$ cat src/verilog/bkram_pkg.sv
// Backup RAM save and load engine, shared definitions
//   sizes of the SD sector image and the backup RAM
//   vector types for bytes, addresses and block numbers
//   sector sequencer state encoding

package bkram_pkg;

	// ============================================================
	// Sizes
	// ============================================================

	// Bytes in one SD sector, also the host buffer size
	localparam int SECTOR_BYTES = 512;
	// Sectors in the backup image
	localparam int SECTOR_COUNT = 64;

	localparam int BUFF_AW   = $clog2(SECTOR_BYTES);
	localparam int SECTOR_AW = $clog2(SECTOR_COUNT);
	localparam int NV_AW     = SECTOR_AW + BUFF_AW;
	localparam int NV_BYTES  = SECTOR_COUNT * SECTOR_BYTES;

	// ============================================================
	// Vector types
	// ============================================================

	// Data byte on either RAM port or the SD buffer
	typedef logic [7:0] byte_t;

	// Offset inside one sector
	typedef logic [BUFF_AW-1:0] buff_addr_t;

	// Sector index, low part of the LBA
	typedef logic [SECTOR_AW-1:0] sector_t;

	// Backup RAM address, sector index then offset
	typedef logic [NV_AW-1:0] nv_addr_t;

	// SD logical block address
	typedef logic [31:0] lba_t;

	// Sequencer states
	typedef enum logic [1:0] {
		BK_IDLE,
		BK_LOAD,
		BK_SAVE
	} bk_state_t;

endpackage

$ cat src/verilog/nv_port_if.sv
// Single-cycle backup RAM port
//   address, write enable, write data and read data
//   user side drives the request, mem side returns the byte
// Writes land at the rising edge with we high.
// Read data follows the address by one cycle.

interface nv_port_if;

	// Byte address into the backup RAM
	bkram_pkg::nv_addr_t addr;

	// Write strobe, one byte per cycle
	logic we;

	// Write data
	bkram_pkg::byte_t d;

	// Registered read data
	bkram_pkg::byte_t q;

	// Requesting side
	modport user (
		output addr,
		output we,
		output d,
		input  q
	);

	// RAM side
	modport mem (
		input  addr,
		input  we,
		input  d,
		output q
	);

endinterface
$ cat src/verilog/bk_sequencer.sv
// Sector transfer sequencer
//   load and save command edge detection
//   autosave trigger from pending writes and menu open
//   idle, load and save state machine over 64 sectors
//   SD request and acknowledge handling
//   SD buffer side of the backup RAM

module bk_sequencer (
	input  logic                  clk_sys,
	input  logic                  reset,

	input  logic                  bk_ena,
	input  logic                  bk_pending,
	input  logic                  autoload,

	input  logic                  load_cmd,
	input  logic                  save_cmd,
	input  logic                  autosave,
	input  logic                  osd_status,

	output logic                  bk_busy,
	output logic                  bk_loading,

	// SD host side
	output bkram_pkg::lba_t       sd_lba,
	output logic                  sd_rd,
	output logic                  sd_wr,
	input  logic                  sd_ack,
	input  bkram_pkg::buff_addr_t sd_buff_addr,
	input  bkram_pkg::byte_t      sd_buff_dout,
	input  logic                  sd_buff_wr,
	output bkram_pkg::byte_t      sd_buff_din,

	nv_port_if.user               sd_port
);

	bkram_pkg::bk_state_t state;
	bkram_pkg::sector_t   sector;

	logic save_req;
	logic load_q, load_qq;
	logic save_q, save_qq;
	logic load_pulse, save_pulse;
	logic ack_q;
	logic ack_rise, ack_fall;
	logic last_sector;

	// Manual save, or autosave when the menu opens with unsaved writes
	assign save_req = save_cmd | (bk_pending & osd_status & autosave);

	assign ack_rise    = sd_ack & ~ack_q;
	assign ack_fall    = ~sd_ack & ack_q;
	assign sector      = bkram_pkg::sector_t'(sd_lba[bkram_pkg::SECTOR_AW-1:0]);
	assign last_sector = (sector == bkram_pkg::sector_t'(bkram_pkg::SECTOR_COUNT - 1));

	// ============================================================
	// Command edges
	// ============================================================

	always_ff @(posedge clk_sys) begin
		if (reset) begin
			load_q     <= 1'b0;
			load_qq    <= 1'b0;
			save_q     <= 1'b0;
			save_qq    <= 1'b0;
			load_pulse <= 1'b0;
			save_pulse <= 1'b0;
		end else begin
			load_q     <= load_cmd & bk_ena;
			load_qq    <= load_q;
			save_q     <= save_req & bk_ena;
			save_qq    <= save_q;
			load_pulse <= load_q & ~load_qq;
			save_pulse <= save_q & ~save_qq;
		end
	end

	// ============================================================
	// Sector state machine
	// ============================================================

	always_ff @(posedge clk_sys) begin
		if (reset) begin
			state  <= bkram_pkg::BK_IDLE;
			sd_lba <= '0;
			sd_rd  <= 1'b0;
			sd_wr  <= 1'b0;
			ack_q  <= 1'b0;
		end else begin
			ack_q <= sd_ack;

			// Host took the request
			if (ack_rise) begin
				sd_rd <= 1'b0;
				sd_wr <= 1'b0;
			end

			case (state)
				bkram_pkg::BK_IDLE: begin
					// Load wins over a save in the same cycle
					if (load_pulse || autoload) begin
						state  <= bkram_pkg::BK_LOAD;
						sd_lba <= '0;
						sd_rd  <= 1'b1;
						sd_wr  <= 1'b0;
					end else if (save_pulse) begin
						state  <= bkram_pkg::BK_SAVE;
						sd_lba <= '0;
						sd_rd  <= 1'b0;
						sd_wr  <= 1'b1;
					end
				end

				bkram_pkg::BK_LOAD, bkram_pkg::BK_SAVE: begin
					// End of one sector
					if (ack_fall) begin
						if (last_sector) begin
							state <= bkram_pkg::BK_IDLE;
						end else begin
							sd_lba <= sd_lba + bkram_pkg::lba_t'(1);
							sd_rd  <= (state == bkram_pkg::BK_LOAD);
							sd_wr  <= (state == bkram_pkg::BK_SAVE);
						end
					end
				end

				default: state <= bkram_pkg::BK_IDLE;
			endcase
		end
	end

	assign bk_busy    = (state != bkram_pkg::BK_IDLE);
	assign bk_loading = (state == bkram_pkg::BK_LOAD);

	// ============================================================
	// SD buffer port
	// ============================================================

	assign sd_port.addr = {sector, sd_buff_addr};
	// Only a load writes into the backup RAM
	assign sd_port.we   = sd_buff_wr & sd_ack & bk_loading;
	assign sd_port.d    = sd_buff_dout;
	assign sd_buff_din  = sd_port.q;

endmodule

$ cat src/flat_wrapper.sv
// flat-port wrapper written by rule: the top's interface ports become plain ports
module bk_sequencer_flat 
  (clk_sys, reset, bk_ena, bk_pending, autoload, load_cmd, save_cmd, autosave, osd_status, bk_busy, bk_loading, sd_lba, sd_rd, sd_wr, sd_ack, sd_buff_addr, sd_buff_dout, sd_buff_wr, sd_buff_din, sd_port_addr, sd_port_we, sd_port_d, sd_port_q);
  nv_port_if sd_port_i ();
  input  logic clk_sys;
  input  logic reset;
  input  logic bk_ena;
  input  logic bk_pending;
  input  logic autoload;
  input  logic load_cmd;
  input  logic save_cmd;
  input  logic autosave;
  input  logic osd_status;
  output logic bk_busy;
  output logic bk_loading;
  output bkram_pkg::lba_t sd_lba;
  output logic sd_rd;
  output logic sd_wr;
  input  logic sd_ack;
  input  bkram_pkg::buff_addr_t sd_buff_addr;
  input  bkram_pkg::byte_t sd_buff_dout;
  input  logic sd_buff_wr;
  output bkram_pkg::byte_t sd_buff_din;
  output wire logic [$bits(sd_port_i.addr)-1:0] sd_port_addr;
  output wire logic [$bits(sd_port_i.we)-1:0] sd_port_we;
  output wire logic [$bits(sd_port_i.d)-1:0] sd_port_d;
  input wire logic [$bits(sd_port_i.q)-1:0] sd_port_q;
  assign sd_port_addr = sd_port_i.addr;
  assign sd_port_we = sd_port_i.we;
  assign sd_port_d = sd_port_i.d;
  assign sd_port_i.q = sd_port_q;
  bk_sequencer u_core (.clk_sys(clk_sys), .reset(reset), .bk_ena(bk_ena), .bk_pending(bk_pending), .autoload(autoload), .load_cmd(load_cmd), .save_cmd(save_cmd), .autosave(autosave), .osd_status(osd_status), .bk_busy(bk_busy), .bk_loading(bk_loading), .sd_lba(sd_lba), .sd_rd(sd_rd), .sd_wr(sd_wr), .sd_ack(sd_ack), .sd_buff_addr(sd_buff_addr), .sd_buff_dout(sd_buff_dout), .sd_buff_wr(sd_buff_wr), .sd_buff_din(sd_buff_din), .sd_port(sd_port_i));
endmodule
$ cat config.mk
export PLATFORM = sky130hd
export DESIGN_NAME = bk_sequencer_flat
export DESIGN_NICKNAME = d
export VERILOG_FILES = /design/src/verilog/bkram_pkg.sv /design/src/verilog/nv_port_if.sv /design/src/verilog/bk_sequencer.sv /design/src/flat_wrapper.sv
export SDC_FILE = /design/constraint.sdc
export NUM_CORES = 1
export LEC_CHECK = 0
export ABC_AREA = 1
export BUFFER_PORTS_ARGS = -buffer_cell sky130_fd_sc_hd__buf_4
export CAP_MARGIN = 20
export CORE_ASPECT_RATIO = 1.2
export CORE_MARGIN = 3
export CORE_UTILIZATION = 52
export DETAILED_ROUTE_END_ITERATION = 12
export GPL_TIMING_DRIVEN = 0
export PLACE_DENSITY = 0.94
export SYNTH_ARGS = -nofsm -noshare
export SYNTH_HDL_FRONTEND = slang
export SYNTH_SLANG_ARGS = --single-unit
$ cat constraint.sdc
create_clock -name clk_sys -period 4.6 [get_ports clk_sys]
set_input_delay 0 -clock clk_sys [delete_from_list [all_inputs] [get_ports clk_sys]]
set_output_delay 0 -clock clk_sys [all_outputs]
set_load 0.02 [all_outputs]
==> impl_table.tex <==
\begin{tabular}{lr}
\hline
Metric & Value \\
\hline
\multicolumn{2}{l}{\textbf{Outcome}} \\
\quad Run status & complete, no violations \\
\multicolumn{2}{l}{\textbf{Critical path}} \\
\quad Required time of the worst setup path & 4.84 ns \\
\quad Capture point of the worst reg-to-reg path & u\_core.sd\_lba[21] \\
\quad Chain of cells forming the critical path & inv\_1, ha\_1, inv\_2, a31oi\_2, buf\_2, o21ai\_0, nor2\_1 \\
\quad Critical path capture point type & flip-flop \\
\quad Launch instance of the worst register-to-register path & u\_core.state[1] \\
\quad Launching instance or port of the critical path & u\_core.state[1] \\
\quad Slowest stage cell, crit path & ha\_1 \\
\quad Register-to-Register Setup Slack & about 2.6 ns \\
\quad Biggest cell delay along the critical path & around 0.4 ns \\
\quad Worst reg-to-reg path cell count & 7 \\
\quad CP arrival & around 2.2 ns \\
\quad Category of cells accounting for the largest share of critical-path delay & buffers and inverters \\
\quad Number of buffers and inverters on the critical path & 3 \\
\quad Startpoint class of the critical path & flip-flop \\
\quad Setup Crit Path Kind & reg -> reg \\
\quad Worst-path maximum fanout & 10 \\
\multicolumn{2}{l}{\textbf{Detailed routing}} \\
\quad Post-detailed-route count of antenna-violating nets & 0 \\
\quad Drt pass-1 iters & 4 \\
\quad Violation count after the first detailed-route iteration & 180 \\
\quad Total Wirelength & $\sim$6400 microns \\
\quad Remaining design rule violation count & 0 \\
\quad Routed len/inst & 12.94 microns \\
\quad Detailed-route via count & 2569 \\
\quad Average via count per standard cell & slightly above 5 \\
\multicolumn{2}{l}{\textbf{Yosys}} \\
\quad Sequential-to-total area share from yosys stat & between 30 and 40\% \\
\quad Nets in the synthesized netlist & between 300 and 400 \\
\quad Share of synthesized flip-flops with an asynchronous set or reset & 0\% \\
\quad Post-Syn Area & between 2000 and 3000 sq um \\
\quad Count of flip-flops with a built-in enable after synthesis & 0 \\
\quad Mean instance size in the synthesized netlist & 7.212 sq um \\
\quad Synthesized instance count & about 350 \\
\quad Number of warnings reported in the yosys synthesis log & 0 \\
\quad Register bit count reported by yosys & between 40 and 50 \\
\quad Cell variety after synth & 39 \\
\quad Most used DFF post-synth & dfxtp\_1 \\
\multicolumn{2}{l}{\textbf{Timing}} \\
\quad Worst Tran Pin Value & 0.4793 ns \\
\quad Unrepaired setup endpoints after global routing & false \\
\quad Count of pins over their slew limit & 0 \\
\quad Final worst path period share & roughly 43\% \\
\quad Headroom to the max-slew limit & a little under 70\% \\
\quad Worst clock skew & 0.007609 ns \\
\quad Fin crit period & between 1.5 and 2 ns \\
\quad Highest clock frequency the design can meet & about 500 MHz \\
\quad Setup tns final & 0 ns \\
\quad Final hold violations & 0 \\
\quad Number of endpoints failing setup at the final stage & 0 \\
\multicolumn{2}{l}{\textbf{GRT}} \\
\quad Grt total ovfl & 0 \\
\quad First-pass GRT wire length & 10650 microns \\
\quad Largest net degree at the start of global routing & 13 \\
\quad Vias in the first global route & between 2000 and 3000 \\
\quad Number of antenna violations at the first check in global routing & 0 \\
\quad Global-route usage over all layers & 22.91\% \\
\multicolumn{2}{l}{\textbf{Clocking}} \\
\quad Number of clock sinks seen by CTS & 43 \\
\quad Root buffer cell & clkbuf\_8 \\
\quad TritonCTS clock tree & done \\
\quad TritonCTS Buffers & 5 \\
\quad H-tree levels & 2 \\
\quad Maximum clock path buffer count & 2 \\
\quad Clock network latency to the later pin of the worst-skew pair & 0.30 ns \\
\quad Clock Pin Slew Worst Setup and Hold Paths & roughly 0.080 ns \\
\quad Cells resized by post-CTS repair & 0 \\
\quad Post-CTS Setup Bufs & 0 \\
\multicolumn{2}{l}{\textbf{Placement}} \\
\quad Placed wire-length estimate & approximately 5000 microns \\
\quad IO buf count & a little under 80 \\
\quad Final weighted congestion in routability-driven placement & a little over 0.9 \\
\quad Post-Place Cells & $\sim$480 \\
\multicolumn{2}{l}{\textbf{Layout}} \\
\quad Layout cell share with drive strength beyond 1 & between 30\% and 40\% \\
\quad Final cell count without fillers & between 400 and 500 \\
\quad Diode insertion count for antenna repair & 0 \\
\quad Layout-stage area growth over the synthesis result & 31.95\% \\
\quad Number of nets in the layout & $\sim$480 \\
\multicolumn{2}{l}{\textbf{Floorplanning}} \\
\quad Count of boundary I/O pins & 104 \\
\quad Core Footprint & roughly 4600 sq um \\
\quad Area of the die & roughly 5700 sq um \\
\quad Horizontal extent of the die & slightly below 70 microns \\
\quad \# rows & 27 \\
\quad Effective utilization at floorplan & roughly 54\% \\
\quad Vertical die dimension & 81.99 microns \\
\multicolumn{2}{l}{\textbf{Power}} \\
\quad Power per cell area & between 300 and 400 nW/um\^{}2 \\
\quad Reported leakage power & approximately 0.0015 uW \\
\quad Peak supply drop & $\sim$0.27 mV \\
\multicolumn{2}{l}{\textbf{Min path}} \\
\quad Worst min-delay path category & in -> reg \\
\quad Launch instance of the worst min-delay path & autoload \\
\quad Worst hold path cell count & 4 \\
\quad Terminating pin of the worst hold path & u\_core.state[1] \\
\multicolumn{2}{l}{\textbf{Job}} \\
\quad Max-capacitance violation count & 0 \\
\hline
\end{tabular}
==> layout by cell type (no fill, tap or decap), drive strengths merged, types with 2 or more instances in the layout <==
cell type    netlist  final
nand4             10     10
a31oi              3      3
nand2             64     64
ha                 5      5
dfxtp             43     43
dlygate4sd3        0      6
o21bai             4      4
clkbuf             1      8
xor2               2      2
inv               47     47
nand3             25     25
a21oi             24     24
a21boi             2      2
buf               36    114
o21ai             10     10
nor2              54     54
nor3              12     12
==> stage by stage <==
| stage | instance area, sq um | total power, uW | setup slack (ns) | util [%] | hold slack (ns) |
|---|---|---|---|---|---|
| after floorplan | 2502 | 807.1 | 2.875 | - | 0.07847 |
| after global placement | 3161 | 940.7 | 2.743 | 68.29 | 0.1970 |
| after detailed placement | 3161 | 955.8 | 2.657 | 68.29 | 0.1983 |
| after CTS | 3302 | 1191 | 2.612 | 71.34 | 0.06483 |
| after global routing | 3302 | 1255 | 2.448 | 71.34 | 0.08654 |
| final | 3302 | 1191 | 2.618 | 71.34 | 0.08789 |
==> worst reg2reg max path: stages (launching register included) <==
cell	delay (ns)
dfxtp_1	0.37
inv_1	0.09
ha_1	0.40
inv_2	0.10
a31oi_2	0.40
buf_2	0.33
o21ai_0	0.13
nor2_1	0.11
==> what timing repair did <==
action / 4_1_cts / 5_1_grt
endpoints found under the hold margin: 4 / 0
hold buffers: 6 / 0
endpoints found under the setup margin: 0 / 0
==> registers in the layout, summed over array words and instances (netlist names) <==
name / cells
u_core.sd_lba: 32
u_core.state: 2
u_core.ack_q: 1
u_core.load_pulse: 1
u_core.load_q: 1
u_core.load_qq: 1
u_core.save_pulse: 1
u_core.save_q: 1
u_core.save_qq: 1
u_core.sd_rd: 1
u_core.sd_wr: 1
==> how the worst max path moves through the flow <==
stage | to | cells after the start | slack (ns)
floorplan | u_core.sd_lba[12] | 8 | 2.88
global placement | u_core.sd_lba[21] | 7 | 2.74
detailed placement | u_core.sd_lba[21] | 7 | 2.66
CTS | u_core.sd_lba[21] | 7 | 2.61
global route | u_core.sd_lba[21] | 7 | 2.45
finish | u_core.sd_lba[21] | 7 | 2.62
==> logic make-up (layout without fill, tap and decap cells) <==
family | after synthesis | after routing | share of synthesized area, %
AOI/OAI and AO/OA | 45 | 45 | 11.40
and+or+nand+nor | 168 | 168 | 32.55
DFF | 43 | 43 | 34.40
xor gates and xnor gates | 2 | 2 | 0.7001
adders and majority gates | 5 | 5 | 2.500
buffers and inverters | 84 | 176 | 18.45
==> per-layer routing <==
metal	GRT usage, %	up-vias	wire length (microns)
li1	-	1263	-
met1	23.09	1159	2339
met2	42.75	127	3348
met3	6.977	20	585
met4	12.11	0	156
met5	0	-	0
==> synthesized netlist by cell type (2+ instances only) <==
| library cell | number | area (sq um) |
|---|---|---|
| nand2_1 | 61 | 229.0 |
| nor2_1 | 46 | 172.7 |
| inv_1 | 45 | 168.9 |
| dfxtp_1 | 43 | 860.8 |
| buf_4 | 32 | 240.2 |
| a21oi_1 | 22 | 110.1 |
| nand3_1 | 22 | 110.1 |
| nor3_1 | 11 | 55.05 |
| nand4_1 | 10 | 62.56 |
| o21ai_0 | 9 | 45.04 |
| ha_1 | 5 | 62.56 |
| nor2_4 | 5 | 56.30 |
| nor2_2 | 3 | 18.77 |
| a31oi_1 | 2 | 12.51 |
| buf_2 | 2 | 10.01 |
| inv_2 | 2 | 7.510 |
| nand2_4 | 2 | 22.52 |
| nand3_2 | 2 | 20.02 |
| o21bai_1 | 2 | 15.01 |
| xor2_1 | 2 | 17.52 |
==> power breakdown <==
group / internal, uW / switching (uW) / total [uW] / leakage (uW)
Clock: 107 / 129 / 236 / 0.0000422
Sequential: 388 / 13.6 / 402 / 0.000348
Combinational: 209 / 344 / 553 / 0.00108
Total: 704 / 487 / 1190 / 0.00147
==> cell type report <==
class                   instances  area (sq um)
fillers                       390          1326
multi-input cells             220          1180
flip-flops and latches         43         860.8
repair buffers                 84         645.6
plain buffers                  37         285.3
inverters                      47         176.4
clock buffers                   7         76.32
well taps                      58         72.57
clock inverters                 1         5.005
Note: power is estimated with default switching activity, not from simulation.
