--- config.mk ---
export PLATFORM = sky130hd
export DESIGN_NAME = bk_arm_flat
export DESIGN_NICKNAME = d
export VERILOG_FILES = /design/src/verilog/bkram_pkg.sv /design/src/verilog/nv_port_if.sv /design/src/verilog/bk_arm.sv /design/src/flat_wrapper.sv
export SDC_FILE = /design/constraint.sdc
export NUM_CORES = 1
export LEC_CHECK = 0
export BUFFER_PORTS_ARGS = -buffer_cell sky130_fd_sc_hd__clkbuf_2
export CAP_MARGIN = 10
export CORE_AREA = 2 2 56 58
export CTS_BUF_LIST = sky130_fd_sc_hd__clkbuf_2 sky130_fd_sc_hd__clkbuf_4 sky130_fd_sc_hd__clkbuf_8
export CTS_CLUSTER_DIAMETER = 50
export CTS_CLUSTER_SIZE = 16
export DETAILED_ROUTE_END_ITERATION = 12
export DIE_AREA = 0 0 58 60
export MAX_ROUTING_LAYER = met4
export PLACE_DENSITY = 0.75
export SKIP_CTS_REPAIR_TIMING = 1
export SLEW_MARGIN = 20
export SYNTH_ARGS = -nofsm -noshare
export SYNTH_HDL_FRONTEND = slang
export SYNTH_SLANG_ARGS = --single-unit
--- constraint.sdc ---
create_clock -name clk_sys -period 0.84 [get_ports clk_sys]
set_input_delay 0.084 -clock clk_sys [delete_from_list [all_inputs] [get_ports clk_sys]]
set_output_delay 0.084 -clock clk_sys [all_outputs]
set_load 0.005 [all_outputs]
--- src/verilog/bkram_pkg.sv ---
// Backup RAM save and load engine, shared definitions
//   sizes of the SD sector image and the backup RAM
//   vector types for bytes, addresses and block numbers
//   sector sequencer state encoding

package bkram_pkg;

	// ============================================================
	// Sizes
	// ============================================================

	// Bytes in one SD sector, also the host buffer size
	localparam int SECTOR_BYTES = 512;
	// Sectors in the backup image
	localparam int SECTOR_COUNT = 64;

	localparam int BUFF_AW   = $clog2(SECTOR_BYTES);
	localparam int SECTOR_AW = $clog2(SECTOR_COUNT);
	localparam int NV_AW     = SECTOR_AW + BUFF_AW;
	localparam int NV_BYTES  = SECTOR_COUNT * SECTOR_BYTES;

	// ============================================================
	// Vector types
	// ============================================================

	// Data byte on either RAM port or the SD buffer
	typedef logic [7:0] byte_t;

	// Offset inside one sector
	typedef logic [BUFF_AW-1:0] buff_addr_t;

	// Sector index, low part of the LBA
	typedef logic [SECTOR_AW-1:0] sector_t;

	// Backup RAM address, sector index then offset
	typedef logic [NV_AW-1:0] nv_addr_t;

	// SD logical block address
	typedef logic [31:0] lba_t;

	// Sequencer states
	typedef enum logic [1:0] {
		BK_IDLE,
		BK_LOAD,
		BK_SAVE
	} bk_state_t;

endpackage

--- src/verilog/nv_port_if.sv ---
// Single-cycle backup RAM port
//   address, write enable, write data and read data
//   user side drives the request, mem side returns the byte
// Writes land at the rising edge with we high.
// Read data follows the address by one cycle.

interface nv_port_if;

	// Byte address into the backup RAM
	bkram_pkg::nv_addr_t addr;

	// Write strobe, one byte per cycle
	logic we;

	// Write data
	bkram_pkg::byte_t d;

	// Registered read data
	bkram_pkg::byte_t q;

	// Requesting side
	modport user (
		output addr,
		output we,
		output d,
		input  q
	);

	// RAM side
	modport mem (
		input  addr,
		input  we,
		input  d,
		output q
	);

endinterface
--- src/verilog/bk_arm.sv ---
// Backup enable and game-side tracking
//   download edge register
//   backup enable from a writable image mounted during download
//   pending-write flag for autosave
//   autoload pulse after download ends
//   game RAM port onto the buffer interface

module bk_arm (
	input  logic                clk_sys,
	input  logic                reset,

	input  logic                download,
	input  logic                img_mounted,
	input  logic                img_readonly,
	input  logic                osd_status,
	input  logic [63:0]         img_size,

	// Game side RAM port
	input  bkram_pkg::nv_addr_t nv_addr,
	input  logic                nv_we,
	input  bkram_pkg::byte_t    nv_d,
	output bkram_pkg::byte_t    nv_q,

	nv_port_if.user             game_port,

	input  logic                bk_busy,
	output logic                bk_ena,
	output logic                bk_pending,
	output logic                autoload
);

	logic download_q;
	logic download_rise;
	logic download_fall;

	assign download_rise = download & ~download_q;
	assign download_fall = ~download & download_q;

	// ============================================================
	// Game port
	// ============================================================

	assign game_port.addr = nv_addr;
	assign game_port.we   = nv_we;
	assign game_port.d    = nv_d;
	assign nv_q           = game_port.q;

	// ============================================================
	// Enable, pending and autoload
	// ============================================================

	always_ff @(posedge clk_sys) begin
		if (reset) begin
			download_q <= 1'b0;
			bk_ena     <= 1'b0;
			bk_pending <= 1'b0;
			autoload   <= 1'b0;
		end else begin
			download_q <= download;

			// New cartridge drops the old save until its image shows up
			if (download_rise)
				bk_ena <= 1'b0;
			// Save image is mounted before the download finishes
			if (download && img_mounted && !img_readonly)
				bk_ena <= 1'b1;

			// Game wrote to backup RAM since the last transfer
			if (bk_ena && !osd_status && nv_we)
				bk_pending <= 1'b1;
			else if (bk_busy)
				bk_pending <= 1'b0;

			autoload <= download_fall && (|img_size) && bk_ena;
		end
	end

endmodule

--- src/flat_wrapper.sv ---
// flat-port wrapper written by rule: the top's interface ports become plain ports
module bk_arm_flat 
  (clk_sys, reset, download, img_mounted, img_readonly, osd_status, img_size, nv_addr, nv_we, nv_d, nv_q, bk_busy, bk_ena, bk_pending, autoload, game_port_addr, game_port_we, game_port_d, game_port_q);
  nv_port_if game_port_i ();
  input  logic clk_sys;
  input  logic reset;
  input  logic download;
  input  logic img_mounted;
  input  logic img_readonly;
  input  logic osd_status;
  input  logic [63:0] img_size;
  input  bkram_pkg::nv_addr_t nv_addr;
  input  logic nv_we;
  input  bkram_pkg::byte_t nv_d;
  output bkram_pkg::byte_t nv_q;
  input  logic bk_busy;
  output logic bk_ena;
  output logic bk_pending;
  output logic autoload;
  output wire logic [$bits(game_port_i.addr)-1:0] game_port_addr;
  output wire logic [$bits(game_port_i.we)-1:0] game_port_we;
  output wire logic [$bits(game_port_i.d)-1:0] game_port_d;
  input wire logic [$bits(game_port_i.q)-1:0] game_port_q;
  assign game_port_addr = game_port_i.addr;
  assign game_port_we = game_port_i.we;
  assign game_port_d = game_port_i.d;
  assign game_port_i.q = game_port_q;
  bk_arm u_core (.clk_sys(clk_sys), .reset(reset), .download(download), .img_mounted(img_mounted), .img_readonly(img_readonly), .osd_status(osd_status), .img_size(img_size), .nv_addr(nv_addr), .nv_we(nv_we), .nv_d(nv_d), .nv_q(nv_q), .game_port(game_port_i), .bk_busy(bk_busy), .bk_ena(bk_ena), .bk_pending(bk_pending), .autoload(autoload));
endmodule
==> flow_metrics.env, run 1 <==
export IMPL_worst_path_dominant_cell_family="simple AND/OR/NAND/NOR gates"
export IMPL_p_leak_nw=0.399
export IMPL_vias_per_cell=4.48
export IMPL_syn_num_nets=171
export IMPL_grt_pass1_wl_mm=2.30
export IMPL_drt_initial_drc_count=20
export IMPL_diodes=0
export IMPL_crit_top_cell="nor4_2"
export IMPL_synth_top_area_share_pct=46.6
export IMPL_p_sw_mw=0.173
export IMPL_first_pass_iters=4
export IMPL_postSynthAreaPerCell_um2=7.58
export IMPL_maxClockFrequency_mhz=1240
export IMPL_antenna_found_initial=0
export IMPL_drc=0
export IMPL_hold_violations=0
export IMPL_hold_class="input pin to register"
export IMPL_yosys_area_top_type="buf_4"
export IMPL_ys_warn_count=0
export IMPL_rows=20
export IMPL_critical_path_arrival_ns=0.93
export IMPL_fin_crit_ns=0.807
export IMPL_clockPowerShare_pct=34.6
export IMPL_htree_levels=1
export IMPL_worstPathCellList="clkbuf_2, nor4_2, nand4_1, nor4_2, nor2_1"
export IMPL_stdcell_count=147
export IMPL_comb_power_share_pct=35.7
export IMPL_grt_setup_unrepaired="true"
export IMPL_worstPathMaxFanout=1
export IMPL_ys_seq_area_share_pct=15.5
export IMPL_die_x_um=58
export IMPL_outcome="completed"
export IMPL_layout_cells_most_common_list="clkbuf_2 (75), nor4_2 (13), nand4_1 (5)"
export IMPL_ant_nets=0
export IMPL_clockBufferDepth=2
export IMPL_p_int_mw=0.501
export IMPL_clk_pin_slew_ns=0.04
export IMPL_start_util_pct=17.8
export IMPL_worstMarginPinSlew_ns=0.234
export IMPL_synthCells=68
export IMPL_tns_ns=0
export IMPL_hpwl_mm=1.65
export IMPL_cp_required_ns=0.96
export IMPL_coreArea_um2=2900
export IMPL_vias=659
export IMPL_switching_share_pct=25.6
export IMPL_final_common_cell="clkbuf_2"
export IMPL_powerDensity_nw_per_um2=821
export IMPL_slew_viol_final=0
export IMPL_fin_crit_sh_pct=96.1
export IMPL_grt_start_max_net_pins=5
export IMPL_wirelength_mm=1.85
export IMPL_cpPeakStageDelay_ns=0.30
export IMPL_fin_hold_ws_ns=0.0555
export IMPL_cts_tree="built"
export IMPL_p_total_mw=0.674
export IMPL_start_kind="input pin"
export IMPL_netlist_area_um2=515
export IMPL_setup_viol=0
export IMPL_place_gp_congestion=0.655
export IMPL_crit_buf_inv=1
export IMPL_layout_nets=219
export IMPL_synth_distinct_cells=11
export IMPL_cts_made_buffers=3
export IMPL_layout_drive_gt1_share_pct=82.5
export IMPL_maxSlewHeadroom_pct=84.2
export IMPL_cts_root_buffer="clkbuf_4"
export IMPL_worst_setup_path_type="input pin to register"
export IMPL_dpl_cell_count=144
export IMPL_endpoint_kind="register"
export IMPL_p_seq_share_pct=29.7
export IMPL_fin_util_pct=28.3
export IMPL_clock_latency_ns=0.23
export IMPL_ys_seq_elements=4
export IMPL_synth_area_leaders="buf_4 (47%), nor4_1 (19%), dfxtp_1 (16%)"
export IMPL_fin_skew_ns=0.00365
export IMPL_cpMaxStageDelayCell="nor4_2"
export IMPL_io_pins=138
export IMPL_dieHeight_um=60
export IMPL_irDropWorstVdd_mv=0.659
export IMPL_drv_cap=0
export IMPL_clock_sinks=4
export IMPL_wl_per_cell_um=12.6
export IMPL_syn2layout_area_growth_pct=59.2
export IMPL_track_usage_pct=8.92
export IMPL_io_buffers=75
export IMPL_dieArea_um2=3480
export IMPL_grt_overflow=0
export IMPL_grt_pass1_vias=542
[cells in the mapped netlist, drive strengths merged]
cell / instances
inv: 2
a21oi: 2
dfxtp: 4
nor4: 17
nand3b: 2
nand4: 5
buf: 32
o21ai: 1
nand2b: 1
nor2: 2
[metrics by stage]
step	setup WS, ns	cell area, um2
floorplan	-0.0217	541
global placement	-0.253	717
detailed placement	-0.319	717
CTS	-0.0678	739
global route	-0.00969	821
finish	0.0330	821
[state kept, by name, indices dropped and copies added (netlist names)]
name	flops
u_core.autoload	1
u_core.bk_ena	1
u_core.download_q	1
u_core.bk_pending	1
[logic make-up after synthesis]
logic type,after synthesis,share of synthesized area [%]
buf+inv,34,48.1
simple gates,27,33.5
flops,4,15.5
compound gates,3,2.91
[final timing paths]
kind	from	slack [ns]	depth (start not counted)	to
hold / removal	reset	0.06	2	u_core.bk_ena
setup / recovery	img_size[3]	0.03	5	u_core.autoload
setup reg to reg	u_core.download_q	0.20	2	u_core.bk_ena
hold reg to reg	u_core.bk_pending	0.47	2	u_core.bk_pending
[worst register-to-register path, cell delays in order, from the launching register on]
cell and delay (ns):
dfxtp_1 0.30, o21ai_0 0.14, a21oi_1 0.08
[power by group through the flow]
stage | clock [mW] | combinational [mW] | sequential (mW)
finish | 0.234 | 0.240 | 0.200
global route | 0.266 | 0.262 | 0.201
floorplan | 0 | 0.150 | 0.202
detailed placement | 0 | 0.207 | 0.203
CTS | 0.250 | 0.208 | 0.200
global placement | 0 | 0.205 | 0.202
[per-layer routing]
layer / track usage, % / routed length, um
met4: 3.99 / 0
met3: 4.55 / 305
met1: 9.69 / 546
met2: 13.6 / 1000
met5: - / 0
[layout make-up]
cell class | instances | area, um2
multi-input combinational | 30 | 293
fill | 332 | 2080
sequential | 4 | 81.3
timing repair buffer | 75 | 375
clock buffer | 3 | 22.5
inverter | 2 | 7.51
tap | 33 | 41.3
Note: power is estimated with default switching activity, not from simulation.
==> inputs of run 2 (changes only) <==
--- a/config.mk
+++ b/config.mk
@@ -5,16 +5,17 @@
 export SDC_FILE = /design/constraint.sdc
 export NUM_CORES = 1
 export LEC_CHECK = 0
+export ABC_AREA = 1
 export BUFFER_PORTS_ARGS = -buffer_cell sky130_fd_sc_hd__clkbuf_2
 export CAP_MARGIN = 10
-export CORE_AREA = 2 2 56 58
+export CORE_AREA = 2 2 57 59
 export CTS_BUF_LIST = sky130_fd_sc_hd__clkbuf_2 sky130_fd_sc_hd__clkbuf_4 sky130_fd_sc_hd__clkbuf_8
 export CTS_CLUSTER_DIAMETER = 50
 export CTS_CLUSTER_SIZE = 16
 export DETAILED_ROUTE_END_ITERATION = 12
-export DIE_AREA = 0 0 58 60
+export DIE_AREA = 0 0 59 61
 export MAX_ROUTING_LAYER = met4
-export PLACE_DENSITY = 0.75
+export PLACE_DENSITY = 0.76
 export SKIP_CTS_REPAIR_TIMING = 1
 export SLEW_MARGIN = 20
 export SYNTH_ARGS = -nofsm -noshare
==> run 2 against run 1 <==
Effect of this change:
- register-to-register slack about the same
- synthesized cell count increased by 62%
- count of clock-buffer cells in the layout unchanged
- non-clock buffer count unchanged
- setup slack got worse by 0.0010 ns
- critical endpoint is now bk_ena
==> flow_metrics.env, run 2 <==
export IMPL_start_kind="register"
export IMPL_fin_util_pct=27.5
export IMPL_ff2ff_path_depth=2
export IMPL_yosys_area_top_type="buf_4"
export IMPL_layout_cells_most_common_list="clkbuf_2 (75), nor2_1 (44), nand2_1 (21)"
export IMPL_ys_seq_elements=4
export IMPL_cts_made_buffers=3
export IMPL_io_pins=138
export IMPL_grt_pass1_vias=590
export IMPL_p_leak_nw=0.462
export IMPL_coreArea_um2=2950
export IMPL_crit_end="bk_ena"
export IMPL_start_util_pct=20.7
export IMPL_antenna_found_initial=0
export IMPL_worst_slack_ns=0.0320
export IMPL_rows=20
export IMPL_crit_cells=1
export IMPL_synth_area_leaders="buf_4 (39%), nor2_1 (27%), dfxtp_1 (13%)"
export IMPL_worstPathMaxFanout=4
export IMPL_cts_tree="built"
export IMPL_worstMarginPinSlew_ns=0.139
export IMPL_synth_distinct_cells=9
export IMPL_worstPathCellList="clkbuf_2"
export IMPL_globalRouteMet1Util_pct=6.47
export IMPL_die_x_um=59
export IMPL_fin_crit_sh_pct=96.2
export IMPL_hold_violations=0
export IMPL_setup_viol=0
export IMPL_place_gp_congestion=0.635
export IMPL_syn_num_nets=213
export IMPL_netlist_area_um2=612
export IMPL_layout_drive_gt1_share_pct=50.0
export IMPL_dpl_cell_count=186
export IMPL_clock_latency_ns=0.23
export IMPL_clk_pin_slew_ns=0.04
export IMPL_ys_seq_area_share_pct=13.1
export IMPL_postSynthAreaPerCell_um2=5.56
export IMPL_synth_edf_count=0
export IMPL_dp_worst_setup_slack_ns=-0.0290
export IMPL_synth_commonest_cells="nor2_1 (44), buf_4 (32), nand2_1 (21)"
export IMPL_dieHeight_um=61
export IMPL_drc=0
export IMPL_final_common_cell="clkbuf_2"
export IMPL_drv_cap=0
export IMPL_crit_buf_inv=1
export IMPL_synth_main_ff_cell="dfxtp_1"
export IMPL_met3_usage_pct=5.33
export IMPL_track_usage_pct=8.88
export IMPL_vias_per_cell=4.06
export IMPL_endpoint_kind="primary output"
export IMPL_critical_path_arrival_ns=0.72
export IMPL_grt_setup_unrepaired="false"
export IMPL_fin_crit_ns=0.808
export IMPL_cp_required_ns=0.76
export IMPL_first_pass_iters=2
export IMPL_drt_initial_drc_count=13
export IMPL_powerDensity_nw_per_um2=810
export IMPL_busiest_layer="met2"
export IMPL_wl_per_cell_um=8.72
export IMPL_synth_most_common_cell="nor2_1"
export IMPL_synthCells=110
export IMPL_stdcell_count=189
export IMPL_grtUsageMet2_pct=16.0
export IMPL_maxClockFrequency_mhz=1240
export IMPL_synthArstFlopShare_pct=0
export IMPL_r2r_end="u_core.bk_ena"
export IMPL_p_total_mw=0.657
export IMPL_htree_levels=1
export IMPL_reg2reg_slack_ns=0.19
export IMPL_grt_pass1_wl_mm=2.27
export IMPL_clockBufferDepth=2
export IMPL_cpMaxStageDelayCell="dfxtp_1"
export IMPL_diodes=0
export IMPL_hold_class="input pin to register"
export IMPL_ys_warn_count=0
export IMPL_hpwl_mm=1.55
export IMPL_grt_overflow=0
export IMPL_ant_nets=0
export IMPL_syn2layout_area_growth_pct=32.5
export IMPL_io_buffers=75
export IMPL_outcome="completed"
export IMPL_crit_path_start="u_core.bk_ena"
export IMPL_rr_startpoint="u_core.download_q"
export IMPL_maxSlewHeadroom_pct=90.7
export IMPL_cpPeakStageDelay_ns=0.36
export IMPL_dieArea_um2=3600
export IMPL_worst_setup_path_type="register to primary output"
export IMPL_layout_nets=261
export IMPL_cts_root_buffer="clkbuf_4"
export IMPL_synth_top_area_share_pct=39.3
export IMPL_fin_skew_ns=0.000322
export IMPL_grt_start_max_net_pins=5
export IMPL_irDropWorstVdd_mv=0.673
export IMPL_wirelength_mm=1.65
export IMPL_clock_sinks=4
export IMPL_worst_path_dominant_cell_family="flip-flops"
export IMPL_slew_viol_final=0
export IMPL_vias=768
export IMPL_fin_hold_ws_ns=0.0571
[run 2: cell count changes in the layout (fill, tap and decap cells not counted), moves of 2 or more]
| cell | previous run | this run |
|---|---|---|
| nor2_1 | 2 | 44 |
| nor4_2 | 13 | 0 |
| nor4_1 | 2 | 0 |
| nand4_1 | 5 | 0 |
| nor4_4 | 2 | 0 |
| nand2_1 | 0 | 21 |
[run 2: through the flow]
step                      setup TNS, ns  cell area [um2]
after floorplan                       0              612
after global placement          -0.0307              788
after detailed placement        -0.0290              788
after CTS                             0              811
after global routing                  0              811
final                                 0              811
[run 2: cell families after synthesis]
kind of cell | Yosys count | synth area share, %
AND/OR/NAND/NOR | 68 | 43.1
flip-flops | 4 | 13.1
AO/OA/AOI/OAI | 4 | 3.27
buffers and inverters | 34 | 40.5
[run 2: metal layers]
metal  vias up  part of all wire (%)
li1        396                     -
met1       281                    31
met2        77                    44
met3        14                    21
met4         0                   3.8
met5         -                     0
[run 2: how the worst min path moves through the flow]
stage	start	to	cells after the start
after floorplan	reset	u_core.bk_ena	1
after global placement	nv_addr[10]	game_port_addr[10]	0
after detailed placement	nv_addr[10]	game_port_addr[10]	0
after CTS	reset	u_core.bk_ena	2
after global routing	reset	u_core.download_q	2
final	reset	u_core.bk_pending	2
[run 2: final cells by class]
cell class,count,area (um2)
fill,346,2140
timing repair buffer,75,375
multi-input combinational,72,284
sequential,4,80.1
tap,33,41.3
clock buffer,3,22.5
inverter,2,7.51
[run 2: where the power goes]
group          internal [mW]  total, mW  switching, mW
Sequential             0.197      0.200        0.00344
Clock                  0.160      0.236         0.0764
Combinational          0.146      0.221         0.0746
Total                  0.502      0.657          0.154
==> inputs of run 3 (changes only) <==
--- a/config.mk
+++ b/config.mk
@@ -14,7 +14,6 @@
 export CTS_CLUSTER_SIZE = 16
 export DETAILED_ROUTE_END_ITERATION = 12
 export DIE_AREA = 0 0 59 61
-export MAX_ROUTING_LAYER = met4
 export PLACE_DENSITY = 0.76
 export SKIP_CTS_REPAIR_TIMING = 1
 export SLEW_MARGIN = 20
==> run 3 against run 2 <==
Effect of this change:
- cell count unchanged
- sequential power barely moved
- clock power is essentially flat
- critical path type unchanged
==> flow_metrics.env, run 3 (synthesized netlist as in run 2, its figures left out) <==
export IMPL_outcome="completed"
export IMPL_ant_nets=0
export IMPL_p_leak_nw=0.462
export IMPL_fillCellCount=346
export IMPL_dieHeight_um=61
export IMPL_start_kind="register"
export IMPL_fin_crit_sh_pct=96.2
export IMPL_hold_class="input pin to register"
export IMPL_grt_start_max_net_pins=5
export IMPL_cts_made_buffers=3
export IMPL_track_usage_pct=8.61
export IMPL_htree_levels=1
export IMPL_worstPathMaxFanout=4
export IMPL_cpMaxStageDelayCell="dfxtp_1"
export IMPL_crit_buf_inv=1
export IMPL_grt_pass1_vias=593
export IMPL_start_util_pct=20.7
export IMPL_wirelength_mm=1.65
export IMPL_worstMarginPinSlew_ns=0.139
export IMPL_vias=768
export IMPL_worst_path_dominant_cell_family="flip-flops"
export IMPL_layout_nets=261
export IMPL_place_gp_congestion=0.630
export IMPL_grt_overflow=0
export IMPL_cts_root_buffer="clkbuf_4"
export IMPL_tns_ns=0
export IMPL_syn2layout_area_growth_pct=32.5
export IMPL_cpPeakStageDelay_ns=0.36
export IMPL_p_seq_share_pct=30.5
export IMPL_grt_pass1_wl_mm=2.28
export IMPL_p_sw_mw=0.154
export IMPL_cts_tree="built"
export IMPL_setup_viol=0
export IMPL_maxClockFrequency_mhz=1240
export IMPL_dpl_cell_count=186
export IMPL_fin_util_pct=27.5
export IMPL_coreArea_um2=2950
export IMPL_clock_latency_ns=0.23
export IMPL_comb_power_share_pct=33.6
export IMPL_clock_sinks=4
export IMPL_dieArea_um2=3600
export IMPL_maxSlewHeadroom_pct=90.7
export IMPL_die_x_um=59
export IMPL_hpwl_mm=1.55
export IMPL_worst_slack_ns=0.0320
export IMPL_antenna_found_initial=0
export IMPL_io_pins=138
export IMPL_fin_crit_ns=0.808
export IMPL_drc=0
export IMPL_drt_initial_drc_count=3
export IMPL_dp_worst_setup_slack_ns=-0.0290
export IMPL_critical_path_arrival_ns=0.72
export IMPL_drv_cap=0
export IMPL_clockPowerShare_pct=36.0
export IMPL_first_pass_iters=2
export IMPL_grt_setup_unrepaired="false"
export IMPL_clk_pin_slew_ns=0.04
export IMPL_clockBufferDepth=2
export IMPL_endpoint_kind="primary output"
export IMPL_layout_drive_gt1_share_pct=50.0
export IMPL_worstPathCellList="clkbuf_2"
export IMPL_diodes=0
export IMPL_io_buffers=75
export IMPL_slew_viol_final=0
export IMPL_powerDensity_nw_per_um2=810
export IMPL_vias_per_cell=4.06
export IMPL_fin_skew_ns=0.000395
export IMPL_wl_per_cell_um=8.71
export IMPL_switching_share_pct=23.5
export IMPL_stdcell_count=189
export IMPL_hold_violations=0
export IMPL_p_int_mw=0.502
export IMPL_cp_required_ns=0.76
export IMPL_layout_cells_most_common_list="clkbuf_2 (75), nor2_1 (44), nand2_1 (21)"
export IMPL_rows=20
export IMPL_fin_hold_ws_ns=0.0571
export IMPL_worst_setup_path_type="register to primary output"
export IMPL_final_common_cell="clkbuf_2"
export IMPL_irDropWorstVdd_mv=0.672
## run 3: cell counts in the layout (fill, tap and decap cells not counted)
No cell type changed its count.
## run 3: through the flow
step | instance area, um2 | power, mW
6_report | 811 | 0.656
5_1_grt | 811 | 0.710
4_1_cts | 811 | 0.668
3_5_place_dp | 788 | 0.426
3_3_place_gp | 788 | 0.423
2_1_floorplan | 612 | 0.378
## run 3: cell type report
| cell class | count | area, um2 | share of cell area, % |
|---|---|---|---|
| well taps | 33 | 41.3 | 5.09 |
| inverters | 2 | 7.51 | 0.926 |
| multi-input cells | 72 | 284 | 35.0 |
| flip-flops and latches | 4 | 80.1 | 9.88 |
| repair buffers | 75 | 375 | 46.3 |
| clock buffers | 3 | 22.5 | 2.78 |
## run 3: metal layers
metal	GRT usage [%]	wire length, um	part of all wire [%]
met5	0	0	0
met2	16.0	728	44
met3	5.76	356	22
met4	5.84	62	3.8
met1	6.22	500	30
## run 3: final timing paths
kind,start,endpoint,slack [ns],cells after the start
hold / removal,reset,u_core.bk_pending,0.06,2
hold reg to reg,u_core.bk_pending,u_core.bk_pending,0.46,2
setup / recovery,u_core.bk_ena,bk_ena,0.03,1
setup reg to reg,u_core.download_q,u_core.bk_ena,0.19,2
## run 3: power by group through the flow
stage | Clock [mW] | Sequential (mW) | Combinational, mW
3_5_place_dp | 0 | 0.203 | 0.224
3_3_place_gp | 0 | 0.203 | 0.220
2_1_floorplan | 0 | 0.202 | 0.176
5_1_grt | 0.258 | 0.200 | 0.252
4_1_cts | 0.243 | 0.200 | 0.225
6_report | 0.236 | 0.200 | 0.220
